**config.mk**
```make
export PLATFORM = sky130hd
export DESIGN_NAME = edge_job_control
export DESIGN_NICKNAME = d
export VERILOG_FILES = /design/src/mem_pkg.sv /design/src/graph_pkg.sv /design/src/edge_chunk_if.sv /design/src/job_fifo.sv /design/src/edge_burst_counter.sv /design/src/edge_line_shifter.sv /design/src/edge_job_fsm.sv /design/src/edge_job_control.sv
export SDC_FILE = /design/constraint.sdc
export NUM_CORES = 2
export LEC_CHECK = 0
export BUFFER_PORTS_ARGS = -buffer_cell sky130_fd_sc_hd__buf_2
export CORE_UTILIZATION = 40
export CTS_BUF_LIST = sky130_fd_sc_hd__clkbuf_4
export DETAILED_ROUTE_END_ITERATION = 16
export RECOVER_POWER = 100
export SLEW_MARGIN = 15
export SYNTH_ARGS = -nofsm -noshare
export SYNTH_HDL_FRONTEND = slang
export SYNTH_SLANG_ARGS = --single-unit
```
**constraint.sdc**
```tcl
create_clock -name clock -period 15.2 [get_ports clock]
set_clock_uncertainty 0.15 [all_clocks]
set_input_delay 1.52 -clock clock [delete_from_list [all_inputs] [get_ports clock]]
set_output_delay 1.52 -clock clock [all_outputs]
set_load 0.1 [all_outputs]
```
**src/mem_pkg.sv**
```systemverilog
// Memory side definitions
// Cache-line geometry in edges and bytes
// Slot, count, address and line types
// Read command record and command queue depth

package mem_pkg;

	////////////////////
	// Line geometry
	////////////////////

	localparam int line_edges = 8;
	localparam int edge_bytes = 4;
	localparam int line_bytes = line_edges * edge_bytes;

	// Queue of read commands waiting for a grant
	localparam int cmd_fifo_depth = 4;

	typedef logic [$clog2(line_edges)-1:0] slot_t;
	typedef logic [$clog2(line_edges):0]   count_t;
	typedef logic [31:0]                   addr_t;
	typedef logic [line_bytes*8-1:0]       line_t;

	////////////////////
	// Read command
	////////////////////

	// Offset is the first useful slot of the returned line
	typedef struct packed {
		addr_t  address;
		count_t count;
		slot_t  offset;
	} read_cmd_t;

endpackage

```
**src/graph_pkg.sv**
```systemverilog
// Graph side definitions
// Vertex and edge field widths
// Edge job record and edge job queue depth

package graph_pkg;

	////////////////////
	// Field widths
	////////////////////

	typedef logic [15:0] vertex_id_t;
	typedef logic [23:0] edge_idx_t;
	typedef logic [15:0] degree_t;
	typedef logic [31:0] edge_dest_t;

	////////////////////
	// Edge job
	////////////////////

	// Id counts edges within one vertex, from 0
	typedef struct packed {
		vertex_id_t src;
		edge_dest_t dest;
		degree_t    id;
	} edge_job_t;

	// Queue in front of the edge consumer
	localparam int edge_fifo_depth = 16;

endpackage

```
**src/edge_chunk_if.sv**
```systemverilog
// Chunk of one cache-line read
// Plan strobe, planned address, count and first slot
// Remaining edge level for the current vertex

`timescale 1ns/10ps

interface edge_chunk_if;

	logic               plan;
	logic               chunk_valid;
	mem_pkg::addr_t     chunk_address;
	mem_pkg::count_t    chunk_count;
	mem_pkg::slot_t     chunk_offset;
	logic               remaining_zero;

	// Planner side
	modport counter (input plan, output chunk_valid, chunk_address, chunk_count,
		chunk_offset, remaining_zero);

	// Sequencer side
	modport fsm (output plan, input chunk_valid, remaining_zero);

	// Line shifter keeps count and offset of the read in flight
	modport shifter (input chunk_valid, chunk_count, chunk_offset, remaining_zero);

endinterface

```
**src/job_fifo.sv**
```systemverilog
// Synchronous FIFO with a typed payload
// Circular buffer, registered read port and fill count
// Checks for overflow and underflow

`timescale 1ns/10ps

module job_fifo #(
	parameter type payload_t = mem_pkg::read_cmd_t,
	parameter int  depth     = mem_pkg::cmd_fifo_depth
) (
	input  logic                         clock,
	input  logic                         rstn,
	input  logic                         push,
	input  payload_t                     data_in,
	input  logic                         pop,
	output payload_t                     data_out,
	output logic                         out_valid,
	output logic                         empty,
	output logic [$clog2(depth+1)-1:0]   count
);

	payload_t                   mem [depth];
	logic [$clog2(depth)-1:0]   wr_ptr;
	logic [$clog2(depth)-1:0]   rd_ptr;
	logic                       full;

	assign empty = (count == '0);
	assign full  = (count == ($clog2(depth+1))'(depth));

	// Pointers and fill level
	always_ff @(posedge clock or negedge rstn) begin
		if (!rstn) begin
			wr_ptr    <= '0;
			rd_ptr    <= '0;
			count     <= '0;
			out_valid <= 1'b0;
		end else begin
			out_valid <= pop;
			if (push)
				wr_ptr <= (wr_ptr == ($clog2(depth))'(depth - 1)) ? '0 : wr_ptr + 1'b1;
			if (pop)
				rd_ptr <= (rd_ptr == ($clog2(depth))'(depth - 1)) ? '0 : rd_ptr + 1'b1;
			count <= count + (push ? 1'b1 : 1'b0) - (pop ? 1'b1 : 1'b0);
		end
	end

	// Storage and output register
	always_ff @(posedge clock) begin
		if (push)
			mem[wr_ptr] <= data_in;
		if (pop)
			data_out <= mem[rd_ptr];
	end

	assert property (@(posedge clock) disable iff (!rstn) push |-> !full);
	assert property (@(posedge clock) disable iff (!rstn) pop |-> !empty);

endmodule

```
**src/edge_burst_counter.sv**
```systemverilog
// Edge burst counter
// Next edge index, remaining edges and base address of a vertex
// Plans one cache-line chunk per plan strobe

`timescale 1ns/10ps

module edge_burst_counter (
	input  logic                    clock,
	input  logic                    rstn,
	input  logic                    load,
	input  graph_pkg::edge_idx_t    edges_idx,
	input  graph_pkg::degree_t      degree,
	input  mem_pkg::addr_t          edges_base,
	edge_chunk_if.counter           chunk
);

	graph_pkg::edge_idx_t   next_idx;
	graph_pkg::degree_t     remaining;
	mem_pkg::addr_t         base;
	mem_pkg::slot_t         first_slot;
	mem_pkg::count_t        room;
	mem_pkg::count_t        take;
	mem_pkg::addr_t         byte_offset;

	////////////////////
	// Chunk rule
	////////////////////

	assign first_slot  = next_idx[$bits(mem_pkg::slot_t)-1:0];
	assign room        = mem_pkg::count_t'(mem_pkg::line_edges) - mem_pkg::count_t'(first_slot);
	assign take        = (remaining < graph_pkg::degree_t'(room)) ?
		mem_pkg::count_t'(remaining) : room;
	assign byte_offset = mem_pkg::addr_t'(next_idx) * mem_pkg::addr_t'(mem_pkg::edge_bytes);

	assign chunk.remaining_zero = (remaining == '0);

	always_ff @(posedge clock or negedge rstn) begin
		if (!rstn) begin
			next_idx          <= '0;
			remaining         <= '0;
			chunk.chunk_valid <= 1'b0;
		end else begin
			chunk.chunk_valid <= chunk.plan;
			if (load) begin
				next_idx  <= edges_idx;
				remaining <= degree;
			end else if (chunk.plan) begin
				next_idx  <= next_idx + graph_pkg::edge_idx_t'(take);
				remaining <= remaining - graph_pkg::degree_t'(take);
			end
		end
	end

	// Chunk fields hold until the next plan
	always_ff @(posedge clock) begin
		if (load)
			base <= edges_base;
		if (chunk.plan) begin
			chunk.chunk_address <= base +
				(byte_offset & ~mem_pkg::addr_t'(mem_pkg::line_bytes - 1));
			chunk.chunk_count   <= take;
			chunk.chunk_offset  <= first_slot;
		end
	end

	// Sequencer must stop planning once the vertex is used up
	assert property (@(posedge clock) disable iff (!rstn) chunk.plan |-> !chunk.remaining_zero);

endmodule

```
**src/edge_line_shifter.sv**
```systemverilog
// Edge line shifter
// Keeps count and offset of the read in flight
// Loads the returned line pre-shifted to the first slot
// Slot timer emits one edge job per cycle

`timescale 1ns/10ps

module edge_line_shifter (
	input  logic                    clock,
	input  logic                    rstn,
	input  logic                    read_data_valid,
	input  mem_pkg::line_t          read_data,
	input  graph_pkg::vertex_id_t   vertex_id,
	edge_chunk_if.shifter           chunk,
	output logic                    edge_push,
	output graph_pkg::edge_job_t    edge_job,
	output logic                    shift_done
);

	mem_pkg::count_t        count_q;
	mem_pkg::slot_t         offset_q;
	mem_pkg::line_t         line_q;
	mem_pkg::count_t        slots_left;
	graph_pkg::degree_t     edge_id;

	// Timer running means an edge sits in slot 0
	assign edge_push  = (slots_left != '0);
	assign shift_done = (slots_left == mem_pkg::count_t'(1));

	assign edge_job.src  = vertex_id;
	assign edge_job.dest = line_q[$bits(graph_pkg::edge_dest_t)-1:0];
	assign edge_job.id   = edge_id;

	////////////////////
	// Line datapath
	////////////////////

	always_ff @(posedge clock) begin
		if (chunk.chunk_valid) begin
			count_q  <= chunk.chunk_count;
			offset_q <= chunk.chunk_offset;
		end
		if (read_data_valid)
			line_q <= read_data >> (int'(offset_q) * $bits(graph_pkg::edge_dest_t));
		else if (edge_push)
			line_q <= line_q >> $bits(graph_pkg::edge_dest_t);
	end

	////////////////////
	// Slot timer
	////////////////////

	always_ff @(posedge clock or negedge rstn) begin
		if (!rstn) begin
			slots_left <= '0;
			edge_id    <= '0;
		end else begin
			if (read_data_valid)
				slots_left <= count_q;
			else if (edge_push)
				slots_left <= slots_left - 1'b1;

			// Id restarts once the last edge of a vertex is out
			if (shift_done && chunk.remaining_zero)
				edge_id <= '0;
			else if (edge_push)
				edge_id <= edge_id + 1'b1;
		end
	end

	// Only one read in flight, so no line may arrive mid-shift
	assert property (@(posedge clock) disable iff (!rstn) read_data_valid |-> !edge_push);

endmodule

```
**src/edge_job_fsm.sv**
```systemverilog
// Edge job sequencer FSM
// Vertex intake and ready level
// Chunk planning under command and edge queue back-pressure
// Command push, data wait and shift completion

`timescale 1ns/10ps

module edge_job_fsm (
	input  logic                    clock,
	input  logic                    rstn,
	input  logic                    vertex_valid,
	output logic                    vertex_ready,
	edge_chunk_if.fsm               chunk,
	input  logic                    cmd_empty,
	input  logic [$clog2(graph_pkg::edge_fifo_depth+1)-1:0] edge_count,
	input  logic                    shift_done,
	output logic                    cmd_push
);

	typedef enum logic [2:0] {
		st_idle,
		st_plan,
		st_issue,
		st_wait_data,
		st_next
	} state_t;

	state_t     state;
	state_t     state_next;
	logic       room_ok;

	assign vertex_ready = (state == st_idle);

	// A whole line of edges must fit in the edge queue
	assign room_ok = cmd_empty &&
		(int'(edge_count) <= graph_pkg::edge_fifo_depth - mem_pkg::line_edges);

	assign chunk.plan = (state == st_plan) && room_ok;

	////////////////////
	// Next state
	////////////////////

	always_comb begin
		state_next = state;
		case (state)
			st_idle: begin
				if (vertex_valid)
					state_next = st_plan;
			end
			st_plan: begin
				if (room_ok)
					state_next = st_issue;
			end
			st_issue: begin
				if (chunk.chunk_valid)
					state_next = st_wait_data;
			end
			st_wait_data: begin
				if (shift_done)
					state_next = chunk.remaining_zero ? st_idle : st_next;
			end
			st_next: begin
				// Lets the edge queue count settle before the next plan
				state_next = st_plan;
			end
			default: state_next = st_idle;
		endcase
	end

	always_ff @(posedge clock or negedge rstn) begin
		if (!rstn) begin
			state    <= st_idle;
			cmd_push <= 1'b0;
		end else begin
			state    <= state_next;
			cmd_push <= chunk.chunk_valid;
		end
	end

endmodule

```
**src/edge_job_control.sv**
```systemverilog
// Edge job generator top level
// Vertex register, command and edge job queues
// Sequencer, chunk planner and line shifter instances

`timescale 1ns/10ps

module edge_job_control (
	input  logic                    clock,
	input  logic                    rstn,
	input  logic                    vertex_valid,
	output logic                    vertex_ready,
	input  graph_pkg::vertex_id_t   vertex_id,
	input  graph_pkg::edge_idx_t    vertex_edges_idx,
	input  graph_pkg::degree_t      vertex_degree,
	input  mem_pkg::addr_t          edges_base,
	output logic                    read_request,
	input  logic                    read_grant,
	output logic                    read_cmd_valid,
	output mem_pkg::addr_t          read_cmd_address,
	output mem_pkg::count_t         read_cmd_count,
	output mem_pkg::slot_t          read_cmd_offset,
	input  logic                    read_data_valid,
	input  mem_pkg::line_t          read_data,
	input  logic                    edge_request,
	output logic                    edge_empty,
	output logic                    edge_valid,
	output graph_pkg::vertex_id_t   edge_src,
	output graph_pkg::edge_dest_t   edge_dest,
	output graph_pkg::degree_t      edge_id
);

	logic                   vertex_accept;
	graph_pkg::vertex_id_t  vertex_id_q;
	logic                   cmd_push;
	logic                   cmd_empty;
	mem_pkg::read_cmd_t     cmd_in;
	mem_pkg::read_cmd_t     cmd_out;
	logic                   edge_push;
	logic                   shift_done;
	graph_pkg::edge_job_t   edge_job_in;
	graph_pkg::edge_job_t   edge_job_out;
	logic [$clog2(graph_pkg::edge_fifo_depth+1)-1:0] edge_count;

	edge_chunk_if chunk ();

	assign vertex_accept = vertex_valid && vertex_ready;

	// Source id for every edge of the current vertex
	always_ff @(posedge clock) begin
		if (vertex_accept)
			vertex_id_q <= vertex_id;
	end

	edge_job_fsm i_fsm (
		.clock        (clock),
		.rstn         (rstn),
		.vertex_valid (vertex_valid),
		.vertex_ready (vertex_ready),
		.chunk        (chunk.fsm),
		.cmd_empty    (cmd_empty),
		.edge_count   (edge_count),
		.shift_done   (shift_done),
		.cmd_push     (cmd_push)
	);

	edge_burst_counter i_counter (
		.clock      (clock),
		.rstn       (rstn),
		.load       (vertex_accept),
		.edges_idx  (vertex_edges_idx),
		.degree     (vertex_degree),
		.edges_base (edges_base),
		.chunk      (chunk.counter)
	);

	edge_line_shifter i_shifter (
		.clock           (clock),
		.rstn            (rstn),
		.read_data_valid (read_data_valid),
		.read_data       (read_data),
		.vertex_id       (vertex_id_q),
		.chunk           (chunk.shifter),
		.edge_push       (edge_push),
		.edge_job        (edge_job_in),
		.shift_done      (shift_done)
	);

	////////////////////
	// Command queue
	////////////////////

	assign cmd_in = '{address: chunk.chunk_address, count: chunk.chunk_count,
		offset: chunk.chunk_offset};

	job_fifo #(
		.payload_t (mem_pkg::read_cmd_t),
		.depth     (mem_pkg::cmd_fifo_depth)
	) cmd_fifo (
		.clock     (clock),
		.rstn      (rstn),
		.push      (cmd_push),
		.data_in   (cmd_in),
		.pop       (read_grant),
		.data_out  (cmd_out),
		.out_valid (read_cmd_valid),
		.empty     (cmd_empty),
		.count     ()
	);

	assign read_request     = !cmd_empty;
	assign read_cmd_address = cmd_out.address;
	assign read_cmd_count   = cmd_out.count;
	assign read_cmd_offset  = cmd_out.offset;

	////////////////////
	// Edge job queue
	////////////////////

	job_fifo #(
		.payload_t (graph_pkg::edge_job_t),
		.depth     (graph_pkg::edge_fifo_depth)
	) edge_fifo (
		.clock     (clock),
		.rstn      (rstn),
		.push      (edge_push),
		.data_in   (edge_job_in),
		.pop       (edge_request),
		.data_out  (edge_job_out),
		.out_valid (edge_valid),
		.empty     (edge_empty),
		.count     (edge_count)
	);

	assign edge_src  = edge_job_out.src;
	assign edge_dest = edge_job_out.dest;
	assign edge_id   = edge_job_out.id;

endmodule

```
==> flow_summary.ini <==
[run_status]
outcome = complete, but fails checks
violations = capacitance limit, slew limit

[routing]
vias = 41100
firstDrtPassIters = 5
drtIter0Drc = 3108
finalWirelength_mm = 183
postRouteAntennaNets = 0
drc_errors = 0
avgRoutedWirePerCell_um = 24.2
viasPerCell = 5.45

[setup_path]
crit_path_end_kind = flip-flop
worstPathArrival_ps = 10810
r2r_slack_ps = 5210
crit_required_ps = 16020
critPathKind = reg -> reg
start_kind = flip-flop
crit_fanout = 157

[placement]
place.gp.congestion = 0.837
post-dp-hpwl_mm = 104
io_buffer_count = 457

[clock_tree]
cts-root-buf = clkbuf_4
clk_path_buf_depth = 4
cts_tree = yes
clk_latency_ps = 1360
path_clk_slew_ps = 60
clock_sinks = 1720
cts_resized = 0
cts_inserted_buffers = 451
ctsHtreeMaxLevel = 5

[sta]
rsz0062_at_grt = no
max_slew.worst_pin.slew_ps = 8690
slew_violations = 2252
setup_tns_ps = 0
min_period_over_period_pct = 65.7
fmax_mhz = 100
setup_viol = 0
slew_headroom_pct = -479
final-hold-violation-count = 0
min_period_ps = 9990
hold_ws_ps = 229

[logic_synthesis]
yosysMostFrequentCell = edfxtp_1
synth_top_cell_by_area = edfxtp_1
synth_cell_type_count = 76
synth_common_cells = edfxtp_1, mux4_2, a21oi_1
syn_area_um2 = 72900
postSynthAreaPerCell_um2 = 17.9
synth_flop_cell = edfxtp_1
synth_area_leaders = edfxtp_1, mux4_2, dfrtp_1, a21oi_1, nor2_1
async_flop_share_pct = 5.06
synth_top_area_share_pct = 67.3
synth_edf_count = 1633
synth_nets = 4472
ys_ff_latch = 1720
ys_seq_area_share_pct = 70.3
synth_cells = 4067
yosysWarnings = 0

[die]
die_h_um = 429
dieArea_um2 = 184000
die_w_um = 429
start_util_pct = 40.3
ios = 458
core-area_um2 = 181000
num_rows = 156

[pwr]
p_per_area_nw_per_um2 = 183
irDropWorstVdd_mv = 0.166
leakagePower_nw = 28.7

[grt]
grt_pass1_vias = 41500
overflow = 0
antenna_found_initial = 35
track_usage_pct = 19.6
grt_max_degree = 189
grt_pass1_wl_mm = 269

[layout]
fin_util_pct = 46.0
fill_cells = 15800
synthToLayoutAreaGrowth_pct = 14.2
nets = 5223
drive_gt1_share_pct = 31.4

[hold_path]
min_path_type = in -> reg

[flow_run]
max-cap-violations = 57
power by group:
part	total, mW	internal [mW]	switching (mW)
clock	3.89	2.03	1.86
combinational	4.32	1.53	2.79
sequential	7.01	6.45	0.558
placed cells by master (no fill, tap or decap), types with 27 or more instances in the layout:
cell / synthesis / routed
edfxtp_1: 1633 / 1633
clkbuf_4: 0 / 648
mux4_2: 487 / 487
buf_2: 2 / 336
a21oi_1: 245 / 245
nor2_1: 233 / 230
nand2_1: 185 / 184
inv_1: 175 / 177
clkbuf_1: 169 / 172
clkinv_1: 0 / 116
o22ai_1: 97 / 97
dfrtp_1: 87 / 84
mux2i_1: 73 / 73
mux2_2: 72 / 72
ha_1: 52 / 52
o21a_1: 39 / 39
nor2b_1: 39 / 37
o21ai_0: 36 / 36
a22oi_1: 34 / 34
xnor2_1: 28 / 28
nand3_1: 28 / 28
diode_2: 0 / 27
nor3_1: 28 / 27
logic make-up after synthesis:
logic type      after synthesis  share of synthesized area, %
mux                         633                          17.2
flops                      1720                          70.3
buf+inv                     412                          2.14
simple gates                648                          4.10
compound gates              543                          4.62
xor+xnor                     53                         0.637
fa+ha+maj                    58                          1.02
final timing paths:
kind / startpoint / endpoint / cells past startpoint
worst max-delay path: i_shifter.offset_q[1] / i_shifter.line_q[248] / 5
worst min-delay path: vertex_id[15] / vertex_id_q[15] / 1
worst max register to register: i_shifter.offset_q[1] / i_shifter.line_q[248] / 5
worst min register to register: i_counter.base[4] / i_counter.chunk.chunk_address[4] / 0
max in group asynchronous: rstn / edge_fifo.rd_ptr[2] / 3
min in group asynchronous: rstn / i_counter.remaining[9] / 2
final cells by class:
class                      count  area, um^2  area share [%]
antenna                       27        67.6          0.0812
clock buffer                 648        4860            5.85
clock inverter               137         681           0.818
inverter                     180         679           0.817
multi-input combinational   1935       20100            24.2
sequential                  1720       51200            61.6
tap                         2370        2970            3.56
timing repair buffer         530        2580            3.11
through the flow:
step	power [mW]	cell area [um^2]	worst slack, ps	std cells
3_3_place_gp	11.4	78000	10150	6732
2_1_floorplan	10.1	72900	5900	4067
4_1_cts	15.4	83600	10300	7518
3_5_place_dp	11.5	78000	10080	6732
6_report	15.2	83200	5210	7547
5_1_grt	16.0	83200	4780	7537
layer usage:
layer	track usage (%)	share of wire, %
met1	26.6	42
met2	31.7	49
met3	3.95	5.9
met4	6.53	2.4
met5	0	0.054
timing repair:
action | 4_1_cts | 5_1_grt
setup buffers | 0 | 0
endpoints found under the hold margin | 33 | 0
hold buffers | 1 | 0
sequential cells by signal (all words and copies together), names as in the netlist, 5 cells and up:
| signal | count |
|---|---|
| edge_fifo.count | 5 |
| cmd_fifo.data_out | 39 |
| i_shifter.edge_id | 16 |
| vertex_id_q | 16 |
| i_shifter.line_q | 256 |
| i_counter.base | 32 |
| i_counter.chunk.chunk_address | 32 |
| i_counter.next_idx | 24 |
| edge_fifo.data_out | 64 |
| i_counter.remaining | 16 |
| cmd_fifo.mem | 156 |
| edge_fifo.mem | 1024 |
worst max-delay path, cell delays in order, from the launching register on:
cell      delay [ps]
edfxtp_1         340
clkbuf_1        5840
nand3b_1         540
clkbuf_1         860
nor2_1          1120
and2_1           490
No activity file was read; power rests on OpenSTA's default activity.
